## config.mk

```make
export PLATFORM = sky130hd
export DESIGN_NAME = uart_string_link
export DESIGN_NICKNAME = d
export VERILOG_FILES = /design/src/design/uart_link_pkg.sv /design/src/design/uart_byte_tx.sv /design/src/design/uart_byte_rx.sv /design/src/design/frame_sender.sv /design/src/design/frame_receiver.sv /design/src/design/uart_string_link.sv
export SDC_FILE = /design/constraint.sdc
export NUM_CORES = 1
export LEC_CHECK = 0
export ABC_AREA = 1
export BUFFER_PORTS_ARGS = -buffer_cell sky130_fd_sc_hd__buf_2
export CAP_MARGIN = 20
export CORE_MARGIN = 1.5
export CORE_UTILIZATION = 40
export DETAILED_ROUTE_END_ITERATION = 8
export SYNTH_ARGS = -nofsm -noshare
export SYNTH_HDL_FRONTEND = slang
export SYNTH_SLANG_ARGS = --single-unit
```

## constraint.sdc

```tcl
create_clock -name sys_clk -period 7.8 [get_ports sys_clk]
set_input_delay 1.56 -clock sys_clk [delete_from_list [all_inputs] [get_ports sys_clk]]
set_output_delay 1.56 -clock sys_clk [all_outputs]
set_load 0.01 [all_outputs]
```

## src/design/uart_link_pkg.sv

```systemverilog
// serial string link shared constants
// string capacity, length width, baud divider and the frame delimiter
`default_nettype none

package uart_link_pkg;

	// string capacity in bytes
	localparam int max_bytes = 16;

	// packed string port, byte k in bits 8k+7 down to 8k
	localparam int string_w = 8 * max_bytes;

	// length field holds 0 to max_bytes
	localparam int len_w = $clog2(max_bytes + 1);
	localparam logic [len_w-1:0] max_len = len_w'(max_bytes);

	// system clocks per serial bit, 4 or more
	localparam int clks_per_bit = 8;
	localparam int baud_cnt_w = $clog2(clks_per_bit);

	// last count of a bit period, and the count at mid start bit
	localparam logic [baud_cnt_w-1:0] baud_last = baud_cnt_w'(clks_per_bit - 1);
	localparam logic [baud_cnt_w-1:0] baud_half = baud_cnt_w'(clks_per_bit / 2 - 1);

	// ASCII '&'
	localparam logic [7:0] delim_char = 8'h26;

endpackage

`default_nettype wire

```

## src/design/uart_byte_tx.sv

```systemverilog
// 8N1 byte serializer
// shifts start bit, eight data bits lsb first and stop bit onto txd
`timescale 1ns/1ps
`default_nettype none

module uart_byte_tx (
	input  wire        sys_clk,
	input  wire        sys_rst_n,
	input  wire  [7:0] byte_data,
	input  wire        byte_start,
	output logic       byte_done,
	output logic       txd
);

	logic [uart_link_pkg::baud_cnt_w-1:0] baud_cnt;
	logic [3:0]                           bit_idx;
	logic [9:0]                           shift_q;
	logic                                 busy;
	logic                                 bit_end;

	// last cycle of the current bit
	assign bit_end = busy && (baud_cnt == uart_link_pkg::baud_last);

	// stop bit is bit 9
	assign byte_done = bit_end && (bit_idx == 4'd9);

	// line follows the low end of the shifter, all ones when idle
	assign txd = shift_q[0];

	always_ff @(posedge sys_clk or negedge sys_rst_n) begin
		if (!sys_rst_n) begin
			busy     <= 1'b0;
			baud_cnt <= '0;
			bit_idx  <= '0;
			shift_q  <= '1;
		end else if (byte_start) begin
			// stop, data, start from msb to lsb
			busy     <= 1'b1;
			baud_cnt <= '0;
			bit_idx  <= '0;
			shift_q  <= {1'b1, byte_data, 1'b0};
		end else if (busy) begin
			if (bit_end) begin
				baud_cnt <= '0;
				// ones fill in behind, so the line idles high at the end
				shift_q  <= {1'b1, shift_q[9:1]};
				if (bit_idx == 4'd9) begin
					busy    <= 1'b0;
					bit_idx <= '0;
				end else begin
					bit_idx <= bit_idx + 4'd1;
				end
			end else begin
				baud_cnt <= baud_cnt + 1'b1;
			end
		end
	end

endmodule

`default_nettype wire

```

## src/design/uart_byte_rx.sv

```systemverilog
// 8N1 byte deserializer
// synchronizes rxd, confirms the start bit at mid-bit, samples data bits
// at their centers and drops bytes with a bad stop bit
`timescale 1ns/1ps
`default_nettype none

module uart_byte_rx (
	input  wire        sys_clk,
	input  wire        sys_rst_n,
	input  wire        rxd,
	output logic [7:0] rx_byte,
	output logic       rx_byte_valid
);

	logic                                 rxd_s1;
	logic                                 rxd_s2;
	logic                                 rxd_s3;
	logic                                 fall;
	logic                                 busy;
	logic [3:0]                           bit_idx;
	logic [uart_link_pkg::baud_cnt_w-1:0] baud_cnt;
	logic [7:0]                           shift_q;
	logic                                 data_sample;

	// falling edge on the synchronized line
	assign fall = rxd_s3 && !rxd_s2;

	// bit_idx 0 is the start bit, 1 to 8 data, 9 stop
	assign data_sample = busy && (bit_idx != 4'd0) && (bit_idx != 4'd9)
		&& (baud_cnt == uart_link_pkg::baud_last);

	assign rx_byte = shift_q;

	always_ff @(posedge sys_clk or negedge sys_rst_n) begin
		if (!sys_rst_n) begin
			rxd_s1        <= 1'b1;
			rxd_s2        <= 1'b1;
			rxd_s3        <= 1'b1;
			busy          <= 1'b0;
			bit_idx       <= '0;
			baud_cnt      <= '0;
			rx_byte_valid <= 1'b0;
		end else begin
			rxd_s1        <= rxd;
			rxd_s2        <= rxd_s1;
			rxd_s3        <= rxd_s2;
			rx_byte_valid <= 1'b0;
			if (!busy) begin
				if (fall) begin
					busy     <= 1'b1;
					baud_cnt <= '0;
					bit_idx  <= '0;
				end
			end else if (bit_idx == 4'd0) begin
				// mid start bit, a high line here was only a glitch
				if (baud_cnt == uart_link_pkg::baud_half) begin
					baud_cnt <= '0;
					if (rxd_s2) begin
						busy <= 1'b0;
					end else begin
						bit_idx <= 4'd1;
					end
				end else begin
					baud_cnt <= baud_cnt + 1'b1;
				end
			end else if (baud_cnt == uart_link_pkg::baud_last) begin
				baud_cnt <= '0;
				if (bit_idx == 4'd9) begin
					// mid stop bit, keep the byte only on a good stop
					busy          <= 1'b0;
					bit_idx       <= '0;
					rx_byte_valid <= rxd_s2;
				end else begin
					bit_idx <= bit_idx + 4'd1;
				end
			end else begin
				baud_cnt <= baud_cnt + 1'b1;
			end
		end
	end

	// lsb arrives first
	always_ff @(posedge sys_clk) begin
		if (data_sample) begin
			shift_q <= {rxd_s2, shift_q[7:1]};
		end
	end

endmodule

`default_nettype wire

```

## src/design/frame_sender.sv

```systemverilog
// frame sender
// wraps up to 16 content bytes in a pair of '&' on each side and
// feeds them one at a time to the byte serializer
`timescale 1ns/1ps
`default_nettype none

module frame_sender (
	input  wire                                sys_clk,
	input  wire                                sys_rst_n,
	input  wire  [uart_link_pkg::string_w-1:0] tx_string,
	input  wire  [uart_link_pkg::len_w-1:0]    tx_length,
	input  wire                                tx_req,
	output logic                               tx_busy,
	output logic                               tx_done,
	output logic [7:0]                         byte_data,
	output logic                               byte_start,
	input  wire                                byte_done
);

	// one-hot states
	localparam logic [6:0] st_idle    = 7'b000_0001;
	localparam logic [6:0] st_dlm1    = 7'b000_0010;
	localparam logic [6:0] st_dlm2    = 7'b000_0100;
	localparam logic [6:0] st_content = 7'b000_1000;
	localparam logic [6:0] st_dlm3    = 7'b001_0000;
	localparam logic [6:0] st_dlm4    = 7'b010_0000;
	localparam logic [6:0] st_finish  = 7'b100_0000;

	logic [6:0]                         state;
	logic [uart_link_pkg::string_w-1:0] str_q;
	logic [uart_link_pkg::len_w-1:0]    len_q;
	logic [uart_link_pkg::len_w-1:0]    byte_cnt;
	logic                               accept;

	// the serializer is free again in the finish cycle
	assign accept  = tx_req && ((state == st_idle) || (state == st_finish));
	assign tx_busy = (state != st_idle) && (state != st_finish);
	assign tx_done = (state == st_finish);

	// content byte k sits in bits 8k+7 down to 8k
	assign byte_data = (state == st_content)
		? str_q[{byte_cnt[uart_link_pkg::len_w-2:0], 3'b000} +: 8]
		: uart_link_pkg::delim_char;

	always_ff @(posedge sys_clk or negedge sys_rst_n) begin
		if (!sys_rst_n) begin
			state      <= st_idle;
			byte_cnt   <= '0;
			byte_start <= 1'b0;
		end else begin
			byte_start <= 1'b0;
			case (state)
				st_idle, st_finish: begin
					if (accept) begin
						state      <= st_dlm1;
						byte_start <= 1'b1;
					end else begin
						state <= st_idle;
					end
				end
				st_dlm1: begin
					if (byte_done) begin
						state      <= st_dlm2;
						byte_start <= 1'b1;
					end
				end
				st_dlm2: begin
					if (byte_done) begin
						// empty string goes straight to the closing pair
						state      <= (len_q == '0) ? st_dlm3 : st_content;
						byte_cnt   <= '0;
						byte_start <= 1'b1;
					end
				end
				st_content: begin
					if (byte_done) begin
						byte_start <= 1'b1;
						if (byte_cnt + 1'b1 == len_q) begin
							state <= st_dlm3;
						end else begin
							byte_cnt <= byte_cnt + 1'b1;
						end
					end
				end
				st_dlm3: begin
					if (byte_done) begin
						state      <= st_dlm4;
						byte_start <= 1'b1;
					end
				end
				st_dlm4: begin
					if (byte_done) begin
						state <= st_finish;
					end
				end
				default: state <= st_idle;
			endcase
		end
	end

	// request payload, lengths above capacity are clamped
	always_ff @(posedge sys_clk) begin
		if (accept) begin
			str_q <= tx_string;
			len_q <= (tx_length > uart_link_pkg::max_len) ? uart_link_pkg::max_len : tx_length;
		end
	end

endmodule

`default_nettype wire

```

## src/design/frame_receiver.sv

```systemverilog
// frame receiver
// finds the opening '&&', stages content bytes and publishes the string
// and its length on the closing '&&', flags malformed frames
`timescale 1ns/1ps
`default_nettype none

module frame_receiver (
	input  wire                                sys_clk,
	input  wire                                sys_rst_n,
	input  wire  [7:0]                         rx_byte,
	input  wire                                rx_byte_valid,
	output logic [uart_link_pkg::string_w-1:0] rx_string,
	output logic [uart_link_pkg::len_w-1:0]    rx_length,
	output logic                               rx_busy,
	output logic                               rx_done,
	output logic                               rx_error
);

	localparam logic [1:0] st_idle    = 2'd0;
	localparam logic [1:0] st_one     = 2'd1;
	localparam logic [1:0] st_content = 2'd2;
	localparam logic [1:0] st_close   = 2'd3;

	logic [1:0]                         state;
	logic [uart_link_pkg::string_w-1:0] stage_q;
	logic [uart_link_pkg::len_w-1:0]    cnt;
	logic                               is_delim;
	logic                               stage_clear;
	logic                               stage_write;

	assign is_delim = (rx_byte == uart_link_pkg::delim_char);
	assign rx_busy  = (state != st_idle);

	// fresh buffer per frame so bytes above the length read as zero
	assign stage_clear = rx_byte_valid && (state == st_one) && is_delim;
	assign stage_write = rx_byte_valid && (state == st_content) && !is_delim
		&& (cnt != uart_link_pkg::max_len);

	always_ff @(posedge sys_clk or negedge sys_rst_n) begin
		if (!sys_rst_n) begin
			state     <= st_idle;
			cnt       <= '0;
			rx_string <= '0;
			rx_length <= '0;
			rx_done   <= 1'b0;
			rx_error  <= 1'b0;
		end else begin
			rx_done  <= 1'b0;
			rx_error <= 1'b0;
			if (rx_byte_valid) begin
				case (state)
					st_idle: begin
						// anything but '&' between frames is ignored
						if (is_delim) begin
							state <= st_one;
						end
					end
					st_one: begin
						if (is_delim) begin
							state <= st_content;
							cnt   <= '0;
						end else begin
							state    <= st_idle;
							rx_error <= 1'b1;
						end
					end
					st_content: begin
						if (is_delim) begin
							state <= st_close;
						end else if (cnt == uart_link_pkg::max_len) begin
							// one byte past capacity
							state    <= st_idle;
							rx_error <= 1'b1;
						end else begin
							cnt <= cnt + 1'b1;
						end
					end
					st_close: begin
						state <= st_idle;
						if (is_delim) begin
							rx_done   <= 1'b1;
							rx_string <= stage_q;
							rx_length <= cnt;
						end else begin
							// lone '&' inside content
							rx_error <= 1'b1;
						end
					end
					default: state <= st_idle;
				endcase
			end
		end
	end

	always_ff @(posedge sys_clk) begin
		if (stage_clear) begin
			stage_q <= '0;
		end else if (stage_write) begin
			stage_q[{cnt[uart_link_pkg::len_w-2:0], 3'b000} +: 8] <= rx_byte;
		end
	end

endmodule

`default_nettype wire

```

## src/design/uart_string_link.sv

```systemverilog
// serial string link top
// transmit lane: frame sender into byte serializer
// receive lane: byte deserializer into frame receiver
`timescale 1ns/1ps
`default_nettype none

module uart_string_link (
	input  wire                                sys_clk,
	input  wire                                sys_rst_n,
	input  wire  [uart_link_pkg::string_w-1:0] tx_string,
	input  wire  [uart_link_pkg::len_w-1:0]    tx_length,
	input  wire                                tx_req,
	output logic                               tx_busy,
	output logic                               tx_done,
	output logic [uart_link_pkg::string_w-1:0] rx_string,
	output logic [uart_link_pkg::len_w-1:0]    rx_length,
	output logic                               rx_busy,
	output logic                               rx_done,
	output logic                               rx_error,
	input  wire                                uart_rxd,
	output logic                               uart_txd
);

	// transmit lane
	logic [7:0] byte_data;
	logic       byte_start;
	logic       byte_done;

	// receive lane
	logic [7:0] rx_byte;
	logic       rx_byte_valid;

	frame_sender frame_sender_i (
		.sys_clk    (sys_clk),
		.sys_rst_n  (sys_rst_n),
		.tx_string  (tx_string),
		.tx_length  (tx_length),
		.tx_req     (tx_req),
		.tx_busy    (tx_busy),
		.tx_done    (tx_done),
		.byte_data  (byte_data),
		.byte_start (byte_start),
		.byte_done  (byte_done)
	);

	uart_byte_tx uart_byte_tx_i (
		.sys_clk    (sys_clk),
		.sys_rst_n  (sys_rst_n),
		.byte_data  (byte_data),
		.byte_start (byte_start),
		.byte_done  (byte_done),
		.txd        (uart_txd)
	);

	uart_byte_rx uart_byte_rx_i (
		.sys_clk       (sys_clk),
		.sys_rst_n     (sys_rst_n),
		.rxd           (uart_rxd),
		.rx_byte       (rx_byte),
		.rx_byte_valid (rx_byte_valid)
	);

	frame_receiver frame_receiver_i (
		.sys_clk       (sys_clk),
		.sys_rst_n     (sys_rst_n),
		.rx_byte       (rx_byte),
		.rx_byte_valid (rx_byte_valid),
		.rx_string     (rx_string),
		.rx_length     (rx_length),
		.rx_busy       (rx_busy),
		.rx_done       (rx_done),
		.rx_error      (rx_error)
	);

endmodule

`default_nettype wire

```

# Word level (Yosys, flattened, before mapping)

Index checks and enable logic that the tools add are counted.

Flip-flop bits (word level): 454
Bits in latches: 0
Memory bits (writable): 0
ROM bits: 0
Output and inout port bits: 139
Memories kept: 0

Add/subtract/negate cells: 7
Multipliers: 0
Divide/modulo/power cells: 0
Magnitude comparators: 1
Equal/unequal tests: 37
Shifts and indexed selects: 3
Muxes and demuxes: 72
Bitwise operators: 0
Reductions and logical operators: 36

Operators with widths:

| operator                                                                | count |
|---|---|
| 128-bit bitwise mux                                                     | 1 |
| 8-bit by 9-bit variable shift with 128-bit output, first input constant | 1 |
| 128-bit by 8-bit indexed part select with 8-bit output                  | 1 |
| 8-bit by 9-bit indexed part select with 128-bit output                  | 1 |
| 4-bit 2-to-1 mux                                                        | 11 |
| 7-bit 2-to-1 mux                                                        | 6 |
| 7-bit one-hot mux with 6 select lines                                   | 1 |
| 5-bit 2-to-1 mux                                                        | 7 |
| 10-bit 2-to-1 mux                                                       | 3 |
| 1-bit 2-to-1 mux                                                        | 24 |
| 3-bit 2-to-1 mux                                                        | 8 |
| 5-bit one-hot mux with 2 select lines                                   | 2 |
| 2-bit != test, second input constant                                    | 9 |
| 1-bit logical AND                                                       | 13 |
| 2-bit nonzero test                                                      | 6 |
| 5-bit by 1-bit adder with 5-bit output, second input constant           | 2 |
| 2-bit 2-to-1 mux                                                        | 5 |
| 3-bit != test, second input constant                                    | 3 |
| 7-bit negator with 9-bit output                                         | 1 |
| 4-bit by 1-bit adder with 4-bit output, second input constant           | 2 |
| 4-bit equality test, second input constant                              | 2 |
| 8-bit by 6-bit equality test with 1-bit output, second input constant   | 1 |
| 8-bit 2-to-1 mux                                                        | 1 |
| 2-bit one-hot mux with 4 select lines                                   | 1 |
| other kinds (35)                                                        | 44 |

# Depth between registers and ports, before layout

Depth after elaboration: 5
Depth in mapped cells: 13
Mapped depth without buffers: 12

# Cells and area by module

Synthesis repeated with hierarchy kept, for this count alone.

Cell total of the unflattened synthesis: 2,052
Area total of the unflattened synthesis: 18,556.5 µm²

Modules (own cells, without submodules):

| module         | times used | cells each | area each (µm²) | sequential area each (µm²) |
|---|---|---|---|---|
| frame_receiver | 1          | 1,375      | 10,750.3        | 6,115.9 |
| frame_sender   | 1          | 480        | 6,009.5         | 4,320.4 |
| uart_byte_rx   | 1          | 96         | 935.9           | 544.3 |
| uart_byte_tx   | 1          | 101        | 860.8           | 436.7 |

# Worst setup path before layout

OpenSTA, ideal clock, no wires.

Path kind: in2reg
Start point: in tx_req
End point: reg frame_sender_i.len_q[0] (netlist name) (enable)
Library setup time: 629 ps
Arrival: 7,121 ps
Data required time: 7,171 ps
Setup slack: 50 ps
Stages: 2
Buffers on the path: 0
Cell sequence: inv_1 -> nor2_1

Cells in the longest elaborated chain, start to end: 1

RTL lines:

| item                            | RTL line               | text |
|---|---|---|
| start: declaration              | uart_string_link.sv:12 | `input wire tx_req,` |
| 1-bit logical AND               | frame_sender.sv:36     | `assign accept = tx_req && ((state == st_idle) \|\| (state == st_finish));` |
| named net frame_sender_i.accept | frame_sender.sv:33     | `logic accept;` |
| end signal: assignment          | frame_sender.sv:105    | `len_q <= (tx_length > uart_link_pkg::max_len) ? uart_link_pkg::max_len : tx_length;` |
| end: declaration                | frame_sender.sv:31     | `logic [uart_link_pkg::len_w-1:0] len_q;` |

The timed path passes the listed nets, and every way through them passes these cells.
A chain may end at the register's enable or synchronous reset.

# Worst setup path in the final report

Start point: reg frame_sender_i.state[1]
End point: out tx_busy

Cells in the longest elaborated chain, start to end: 2
Elaborated cells on any way between the ends: 3
Those cells by class: eq/ne: 2; reduce/logical: 1

RTL lines:

| item                                                                             | RTL line               | text |
|---|---|---|
| start: declaration                                                               | frame_sender.sv:29     | `logic [6:0] state;` |
| start signal: assignment                                                         | frame_sender.sv:47     | `state <= st_idle;` |
| start signal: assignment                                                         | frame_sender.sv:55     | `state <= st_dlm1;` |
| start signal: assignment                                                         | frame_sender.sv:58     | `state <= st_idle;` |
| 7-bit by 1-bit != test with 1-bit output / 7-bit != test (equally long branches) | frame_sender.sv:37     | `assign tx_busy = (state != st_idle) && (state != st_finish);` |
| 1-bit logical AND (*)                                                            | frame_sender.sv:37     |  |
| end: declaration                                                                 | uart_string_link.sv:13 | `output logic tx_busy,` |

Every way passes the cells marked *; elsewhere a longest branch is shown, timed or not.

==> results_dict.tcl <==
set metrics [dict create \
    synth_ff_type "dfrtp_1" \
    crit_type "flop to output port" \
    power_uw 5910 \
    synth-seq-cells 453 \
    clock_power_share 0.409 \
    worstPathRequired_ns 6.24 \
    period_needed_ns 3.55 \
    gp_congestion 0.822 \
    synth_top_area_cell "dfrtp_1" \
    syn_inst 2045 \
    path_buf_inv 1 \
    cp_cell_sequence "nor2_1, nand2_1, nor4_1, nor2_1, buf_2" \
    gr-total-overflow 0 \
    die-area_sq_um 47100 \
    worstMarginPinSlew_ns 1.06 \
    fin_skew_ns 0.0384 \
    relSlewSlack 0.294 \
    rsz0062_at_grt "no" \
    leakagePower_uw 0.0107 \
    start_util 0.405 \
    core_area_sq_um 45300 \
    synth_top_area_share 0.234 \
    dpl.hpwl_um 32600 \
    ant_nets 0 \
    power.internal_uw 4410 \
    clk_latency_ns 0.60 \
    clkSinkCount 453 \
    power_frac_seq 0.490 \
    cpMostUsedCell "nor2_1" \
    crit_arrival_ns 1.99 \
    yosysMostFrequentCell "nand2_1" \
    crit_family "simple AND/OR/NAND/NOR gates" \
    grt_max_degree 121 \
    combPwrFrac 0.101 \
    p_per_area_nw_per_um2 270 \
    synth_edf_count 141 \
    slew_viol_final 0 \
    ios 276 \
    wl_per_cell_um 16.1 \
    synthDistinctLibCells 39 \
    clkTransAtPathRegs_ns 0.06 \
    cts_resized 0 \
    crit_path_end_kind "output port" \
    maxCapViolations 0 \
    root_buffer "clkbuf_16" \
    peakVddDrop_v 0.000186 \
    fin_tns_setup_ns 0 \
    synth_nets 2196 \
    numCtsBuffers 48 \
    grt_pass1_vias 13900 \
    setup_viol 0 \
    drive_gt1_frac 0.176 \
    ctsLongestPathBuffers 3 \
    hold_buffers 0 \
    die-width_um 217 \
    synthTopCellsByCount "nand2_1, nor2_1, dfrtp_1, edfxtp_1, dfxtp_1" \
    drc 0 \
    gr-usage-all-layers 0.202 \
    synth.avg_cell_area_sq_um 8.96 \
    max_stage_delay_ns 0.39 \
    outcome "completed" \
    start_kind "flop" \
    top_layer "met5" \
    area_growth_pct 19.6 \
    power_switching_uw 1490 \
    htree_num_levels 2 \
    hp-class "flop to flop" \
    vias 14400 \
    post-route-period-util 0.455 \
    grt_pass1_wl_um 74900 \
    critPathMaxFanout 5 \
    final_nets 2453 \
    die-height_um 217 \
    ys.warnings.count 0 \
    holdWs_ns 0.359 \
    wl_met2_um 21200 \
    yosys-top-cells-area "dfrtp_1, edfxtp_1, nand2_1, dfxtp_1, nor2_1" \
    firstDrtPassIters 5 \
    met3_length_um 3170 \
    io_buffers 275 \
    post-cts-setup-buffers 0 \
    antenna_found_initial 4 \
    netlist_area_sq_um 18300 \
    routed_via_density 4.89 \
    finalHoldViolations 0 \
    std_cell_rows 78 \
    n_fill_cell 4329 \
    finalNonFillerCells 2944 \
    slowest_stage "dfrtp_1" \
    m1WireLength_um 21800 \
    drt_iter0_drc 1052 \
    fmax_ghz 0.282 \
    cts_tree "yes" \
    synthArstFlopShare 0.406 \
    switching_share 0.253 \
    synth-seq-area-share 0.623 \
    postRouteWirelength_um 47500 \
    dp.cells 2851 \
]
[layout by cell type, fill, tap and decap left out, types with 4 or more instances in the layout]
cell type,n
dfstp_2,13
bufinv_16,7
nor3_1,9
buf_2,274
clkinv_1,4
o21ai_0,125
nor2_4,6
clkbuf_16,48
clkbuf_8,8
nor2_1,252
inv_1,102
clkinv_2,10
ha_1,14
buf_4,12
edfxtp_1,141
clkbuf_1,10
a21oi_1,94
nand2_1,729
inv_2,10
o211ai_1,6
xor2_1,5
nand4_1,15
nand3_1,112
dfrtp_1,170
nand2_2,4
dfxtp_1,128
[final cells by class]
cell class,instances,area [sq um],area share
clock buffer,65,1340,0.0609
multi-input combinational,1394,6080,0.277
clock inverter,24,348,0.0159
antenna,3,7.51,0.000343
sequential,453,11400,0.521
tap,600,751,0.0343
timing repair buffer,290,1540,0.0702
inverter,115,432,0.0197
[through the flow]
stage / util / area (sq um) / worst slack [ns]
after global placement: 0.445 / 20200 / 4.04
after detailed placement: 0.446 / 20200 / 3.99
after global routing: 0.484 / 21900 / 4.09
final: 0.484 / 21900 / 4.25
after CTS: 0.483 / 21900 / 4.19
after floorplan: - / 18300 / 0.0497
[cells by family after synthesis]
logic type,synth area share
simple gates,0.252
xor+xnor,0.00335
compound gates,0.0652
flops,0.623
fa+ha+maj,0.00956
buf+inv,0.0463
[power by group through the flow]
stage / clock, uW / combinational, uW / sequential (uW)
2_1_floorplan: 0 / 409 / 2960
3_3_place_gp: 0 / 577 / 2930
3_5_place_dp: 0 / 603 / 2940
4_1_cts: 2460 / 607 / 2900
5_1_grt: 2560 / 682 / 2920
6_report: 2410 / 596 / 2900
[layer usage]
| metal | track usage | vias up |
|---|---|---|
| met5 | 0 | - |
| met4 | 0.0620 | 2 |
| li1 | - | 7124 |
| met3 | 0.0500 | 77 |
| met2 | 0.316 | 416 |
| met1 | 0.276 | 6774 |
[sequential cells by signal (all words and copies together), names as in the netlist, 2 cells and up]
name,flops
frame_receiver_i.cnt,5
frame_receiver_i.rx_length,5
frame_receiver_i.rx_string,128
frame_receiver_i.stage_q,128
frame_receiver_i.state,2
frame_sender_i.byte_cnt,5
frame_sender_i.len_q,5
frame_sender_i.state,7
frame_sender_i.str_q,128
uart_byte_rx_i.baud_cnt,3
uart_byte_rx_i.bit_idx,4
uart_byte_rx_i.rx_byte,8
uart_byte_tx_i.baud_cnt,3
uart_byte_tx_i.bit_idx,4
uart_byte_tx_i.shift_q,9
[worst paths after layout]
path	from	endpoint	slack, ns	depth (start not counted)
max in group asynchronous	sys_rst_n	frame_sender_i.byte_cnt[0]$_DFFE_PN0P_	5.12	2
setup / recovery	frame_sender_i.state[1]$_DFFE_PN0P_	tx_busy	4.25	5
hold / removal	uart_byte_rx_i.rxd_s1$_DFF_PN1_	uart_byte_rx_i.rxd_s2$_DFF_PN1_	0.36	0
setup reg to reg	frame_sender_i.state[1]$_DFFE_PN0P_	frame_sender_i.str_q[105]$_DFFE_PP_	4.43	7
min in group asynchronous	sys_rst_n	frame_receiver_i.rx_string[90]$_DFFE_PN0P_	1.13	1
hold reg to reg	uart_byte_rx_i.rxd_s1$_DFF_PN1_	uart_byte_rx_i.rxd_s2$_DFF_PN1_	0.36	0
[worst register-to-register path, stage by stage, from the launching register on]
cell and delay [ns]:
dfrtp_1 0.39, nor2_1 0.29, nand2_1 0.11, nor4_1 0.29
nor2_1 0.17, nor2_4 0.22, buf_4 0.63, buf_4 0.84
No activity file was read; power rests on OpenSTA's default activity.
